===== config.mk =====
export PLATFORM = sky130hd
export DESIGN_NAME = ioctl_writer
export DESIGN_NICKNAME = d
export VERILOG_FILES = /design/src/hdl/data_io_pkg.sv /design/src/hdl/ioctl_writer.sv
export SDC_FILE = /design/constraint.sdc
export NUM_CORES = 1
export LEC_CHECK = 0
export BUFFER_PORTS_ARGS = -buffer_cell sky130_fd_sc_hd__buf_2
export CAP_MARGIN = 20
export CORE_MARGIN = 2
export CORE_UTILIZATION = 50
export CTS_CLUSTER_SIZE = 40
export DETAILED_ROUTE_END_ITERATION = 16
export GPL_TIMING_DRIVEN = 0
export PLACE_DENSITY_LB_ADDON = 0.3
export SLEW_MARGIN = 10
export SYNTH_ARGS = -nofsm -noshare
export SYNTH_HDL_FRONTEND = slang
export SYNTH_SLANG_ARGS = --single-unit

===== constraint.sdc =====
create_clock -name clk_sdram -period 2.9 [get_ports clk_sdram]
set_input_delay 0.435 -clock clk_sdram [delete_from_list [all_inputs] [get_ports clk_sdram]]
set_output_delay 0.435 -clock clk_sdram [all_outputs]
set_load 0.05 [all_outputs]

===== src/hdl/data_io_pkg.sv =====
// loader bridge shared types, spi command codes and the acknowledge byte
`default_nettype none

package data_io_pkg;

    // **************************************************
    // vector types
    // **************************************************

    // one byte as shifted over the spi bus
    typedef logic [7:0] spi_byte_t;

    // menu slot of the uploaded file
    typedef logic [4:0] menu_index_t;

    // bit position within a frame
    // 0..7 is the command byte, then 8..15 repeats per payload byte
    typedef logic [4:0] bit_cnt_t;

    // payload byte number within a frame, saturates at 255
    typedef logic [7:0] byte_cnt_t;

    // **************************************************
    // command codes, first byte of every frame
    // **************************************************

    localparam spi_byte_t cmd_ack      = 8'h00;  // reply with ack_byte
    localparam spi_byte_t cmd_status   = 8'h10;  // reply with external status
    localparam spi_byte_t cmd_conf_str = 8'h14;  // stream out config string
    localparam spi_byte_t cmd_index    = 8'h55;  // latch the menu index
    localparam spi_byte_t cmd_pump     = 8'h61;  // start or continue a download
    localparam spi_byte_t cmd_pump_end = 8'h62;  // end of download

    // letter K, answer to cmd_ack
    localparam spi_byte_t ack_byte     = 8'h4b;

endpackage

`default_nettype wire


===== src/hdl/ioctl_writer.sv =====
// memory write port in the clk_sdram domain, turns pumped spi bytes into byte writes
`timescale 1ns/1ps
`default_nettype none

module ioctl_writer #(
    parameter int addr_width = 22
) (
    input  wire                            clk_sdram,
    input  wire                            rst,
    input  wire                            download_flag,
    input  wire                            pump_toggle,
    input  wire data_io_pkg::spi_byte_t    pump_data,
    output logic                           downloading,
    output logic [addr_width-1:0]          ioctl_addr,
    output data_io_pkg::spi_byte_t         ioctl_data,
    output logic                           ioctl_wr
);

    // first stage of the download level synchronizer
    logic       dl_meta;
    // pump toggle through three flops, [0] is the metastable one
    logic [2:0] tog_sync;
    // new byte seen in the sdram domain
    logic       new_byte;
    // download starts in this cycle
    logic       dl_start;

    assign new_byte = tog_sync[2] ^ tog_sync[1];
    assign dl_start = dl_meta & ~downloading;

    // **************************************************
    // synchronizers
    // **************************************************

    always_ff @(posedge clk_sdram or posedge rst)
    begin
        if (rst)
        begin
            dl_meta     <= 1'b0;
            downloading <= 1'b0;
            tog_sync    <= '0;
        end
        else
        begin
            dl_meta     <= download_flag;
            downloading <= dl_meta;
            tog_sync    <= {tog_sync[1:0], pump_toggle};
        end
    end

    // **************************************************
    // address counter and write strobe
    // **************************************************

    always_ff @(posedge clk_sdram or posedge rst)
    begin
        if (rst)
        begin
            ioctl_addr <= '1;
            ioctl_data <= '0;
            ioctl_wr   <= 1'b0;
        end
        else
        begin
            // one cycle strobe per toggle edge
            ioctl_wr <= new_byte;

            // all ones so the first increment lands on address 0
            if (dl_start)
            begin
                ioctl_addr <= '1;
            end

            // pump_data is stable long before the toggle gets here
            if (new_byte)
            begin
                ioctl_data <= pump_data;
                ioctl_addr <= ioctl_addr + 1'b1;
            end
        end
    end

endmodule

`default_nettype wire


Word-level counts from Yosys, hierarchy flattened

Cells that the tools add are included.

Bits in registers: 36
Output and inout port bits: 32

$add $sub $neg: 1
Reduce and logical (&&, ||, !) cells: 1
Bitwise gates (word level): 3
Muxes and demuxes: 2

Operator list:

| cell                    | count |
|---|---|
| $mux W22                | 2 |
| $add A22 B1 Y22 const B | 1 |
| $reduce_bool A2 Y1      | 1 |
| $and A1 B1 Y1           | 1 |
| $not A1 Y1              | 1 |
| $xor A1 B1 Y1           | 1 |

Depth between registers and ports, before layout

Depth in word-level cells: 4
Mapped depth: 6

Least setup slack after synthesis

OpenSTA, ideal clock, no wires.

Path kind: register -> register
From: reg ioctl_addr[0]
To: reg ioctl_addr[10]
Arrival time: 1.710 ns
Cell stages (with the launch flop): 6
Path buffers: 0
Clock period less this slack: 1.793 ns
Required time: 2.817 ns
Slack: 1.107 ns
Cells stage by stage: dfstp_2 > ha_1 > nand4_1 > nor2_1 > a311oi_1 > a41oi_1

Cells in the longest elaborated chain, start to end: 2

RTL lines:

| item                   | RTL line           | source |
|---|---|---|
| from (decl)            | ioctl_writer.sv:14 | `output logic [addr_width-1:0] ioctl_addr,` |
| from (signal assigned) | ioctl_writer.sv:78 | `ioctl_addr <= ioctl_addr + 1'b1;` |
| $add A22 B1 Y22        | ioctl_writer.sv:78 |  |
| $mux W22               | ioctl_writer.sv:75 | `if (new_byte)` |

No other way between the ends.
A chain may end at the register's enable or synchronous reset.

Worst setup path in the final report

From: reg ioctl_addr[1]
To: reg ioctl_addr[8]

Same word-level chain as after synthesis.

==> results.sh <==
export IMPL_status="complete, no violations"
export IMPL_skew_ps=11.30
export IMPL_syn_area_per_cell_um2=10.59
export IMPL_crit_required_ps=3190
export IMPL_finalHoldViolCount=0
export IMPL_root_buffer="clkbuf_4"
export IMPL_clkLatencyLatePin_ps=360
export IMPL_syn_area_mm2=0.001610
export IMPL_gp_congestion=0.7013
export IMPL_die_w_um=60.75
export IMPL_clock_sinks=36
export IMPL_post_cts_resized=0
export IMPL_path_common_cell="nand4_1"
export IMPL_design_core_area_mm2=0.003053
export IMPL_min_period_over_period_pct=62.56
export IMPL_grt_usage_pct=19.94
export IMPL_cts_tree="built"
export IMPL_hold_buffers=0
export IMPL_grt_max_degree=37
export IMPL_syn_inst=152
export IMPL_drtIter0Drc=42
export IMPL_nets=215
export IMPL_place_ws_ps=1096
export IMPL_drive_above_1_share_pct=40.89
export IMPL_rows=20
export IMPL_die_area_mm2=0.003691
export IMPL_path_cells="ha_1 > nand4_1 > nor2_1 > nand4_1 > mux2i_1"
export IMPL_via_count=1326
export IMPL_worst_path_largest_cell_delay_ps=580
export IMPL_start_util_pct=52.75
export IMPL_critPathTopFamily="simple AND/OR/NAND/NOR gates"
export IMPL_worstSetupPathType="reg -> reg"
export IMPL_post_dp_cell_area_mm2=0.001881
export IMPL_tns_ps=0
export IMPL_wire_per_inst_um=13.26
export IMPL_clk_transition_reported_paths_ps=120
export IMPL_ys_ff_latch=36
export IMPL_drc=0
export IMPL_clock_path_buffers=2
export IMPL_cts_buffers=5
export IMPL_worst_slew_pin_slew_ps=718.5
export IMPL_crit_slowest_cell="dfstp_2"
export IMPL_critPathCaptureType="register"
export IMPL_rsz0062_at_grt="false"
export IMPL_syn_num_nets=165
export IMPL_fin_area_mm2=0.001942
export IMPL_grt_pass1_wl_um=5375
export IMPL_worst_slack_ps=1086
export IMPL_globalRouteOverflowTotal=0
export IMPL_max_slew_margin_rel_pct=52.03
export IMPL_critPathBufInv=0
export IMPL_routed_wl_um=3276
export IMPL_htree_levels=2
export IMPL_ys_seq_area_share_pct=57.65
export IMPL_startpoint_type="register"
export IMPL_die_height_um=60.75
export IMPL_peakVddDrop_v=0.0004607
export IMPL_first_pass_iters=4
export IMPL_p_per_area_mw_per_mm2=1251
export IMPL_cellLeakagePower_uw=0.0009113
export IMPL_io_buffer_count=43
export IMPL_routed_via_density=5.368
export IMPL_antenna_left=0
export IMPL_synth_distinct_cells=30
export IMPL_crit_arrival_ps=2100
export IMPL_grt_pass1_vias=1276
export IMPL_post_cts_repair_setup_buffers=0
export IMPL_maxCapViolations=0
export IMPL_setup_viol=0
export IMPL_num_antenna_cells=0
export IMPL_ys_warn_count=0
export IMPL_max_freq_mhz=551.2
export IMPL_dpl_hpwl_um=2298
export IMPL_antenna_found_initial=0
export IMPL_syn_to_final_growth_pct=20.59
export IMPL_ioPinCount=44
export IMPL_hold_path_class="in -> reg"
export IMPL_critPathMaxFanout=8
export IMPL_drv_slew=0
export IMPL_fin_crit_ps=1814
-- registers in the layout, indices dropped and copies added, names as in the netlist --
signal,cells
ioctl_addr,22
ioctl_data,8
tog_sync,3
dl_meta,1
downloading,1
ioctl_wr,1
-- power by group --
part,internal [µW],total [µW],switching [µW]
logic,320,1220,899
registers,751,931,180
clock network,95.3,280,185
total,1170,2430,1260
-- worst paths after layout --
| path | start | end | slack [ps] | depth (start not counted) |
|---|---|---|---|---|
| max | ioctl_addr[1] | ioctl_addr[8] | 1090 | 5 |
| min | pump_toggle | tog_sync[0] | 170 | 1 |
| max reg2reg | ioctl_addr[1] | ioctl_addr[8] | 1090 | 5 |
| min reg2reg | tog_sync[0] | tog_sync[1] | 370 | 0 |
| max in group asynchronous | rst | dl_meta | 2260 | 2 |
| min in group asynchronous | rst | tog_sync[0] | 180 | 2 |
-- area by class of cell --
type | instances | area, µm²
clock inverters | 3 | 23.77
clock buffers | 5 | 37.54
flip-flops and latches | 36 | 928.4
repair buffers | 43 | 215.2
multi-input cells | 109 | 645.6
well taps | 44 | 55.05
fillers | 279 | 1111
plain buffers | 5 | 28.78
inverters | 2 | 7.507
-- cells by family after synthesis --
logic type | Yosys count | synth area share, %
multiplexers | 10 | 6.216
AND/OR/NAND/NOR | 75 | 23.15
adder cells (fa/ha/maj) | 1 | 0.7769
XOR/XNOR | 2 | 1.554
buffers and inverters | 7 | 2.253
flip-flops | 36 | 57.65
AO/OA/AOI/OAI | 21 | 8.392
-- routing by layer --
layer	vias up	GRT usage [%]	wire [µm]
li1	643	-	-
met3	7	7.676	214
met5	-	0	0
met4	0	8.075	57
met2	38	32.41	1656
met1	638	23.89	1347
-- per-stage QoR --
step / cells / total power (µW) / util, % / hold WS [ps]
floorplan: 152 / 1899 / - / 331.2
global placement: 239 / 2124 / 61.60 / 335.3
detailed placement: 239 / 2160 / 61.60 / 335.8
CTS: 247 / 2447 / 63.61 / 153.4
global route: 247 / 2581 / 63.61 / 147.3
finish: 247 / 2430 / 63.61 / 171.2
-- cell usage after synthesis --
master	count	area share [%]
nand3_1	7	2.2
and3_1	4	1.6
ha_1	1	0.78
a211oi_1	4	1.9
nor2_4	1	0.70
clkbuf_1	2	0.47
nor2_1	15	3.5
mux2i_1	10	6.2
inv_1	1	0.23
inv_2	1	0.23
buf_6	1	0.70
nor3_4	1	1.0
nor3_2	1	0.62
a31oi_1	4	1.6
a41oi_1	2	1.1
and4_1	2	1.1
a311oi_1	2	1.1
dfstp_2	22	36
buf_2	2	0.62
nor4_2	1	0.78
nand2_1	31	7.2
o21ai_0	6	1.9
nand2b_1	1	0.39
nand4_1	8	3.1
nor2b_1	1	0.39
xnor2_2	1	1.0
dfrtp_1	14	22
xor2_1	1	0.54
nor3_1	2	0.62
a21oi_1	3	0.93
-- cells in the final DEF, fill, tap and decap left out, types with 5 or more instances in the layout --
master    Yosys  routed
nand2_1      31      31
clkbuf_4      0       5
nor2_1       15      15
mux2i_1      10      10
o21ai_0       6       6
dfrtp_1      14      14
buf_2         2      45
nand4_1       8       8
nand3_1       7       7
dfstp_2      22      22
Power figures use the tool's default switching activity.
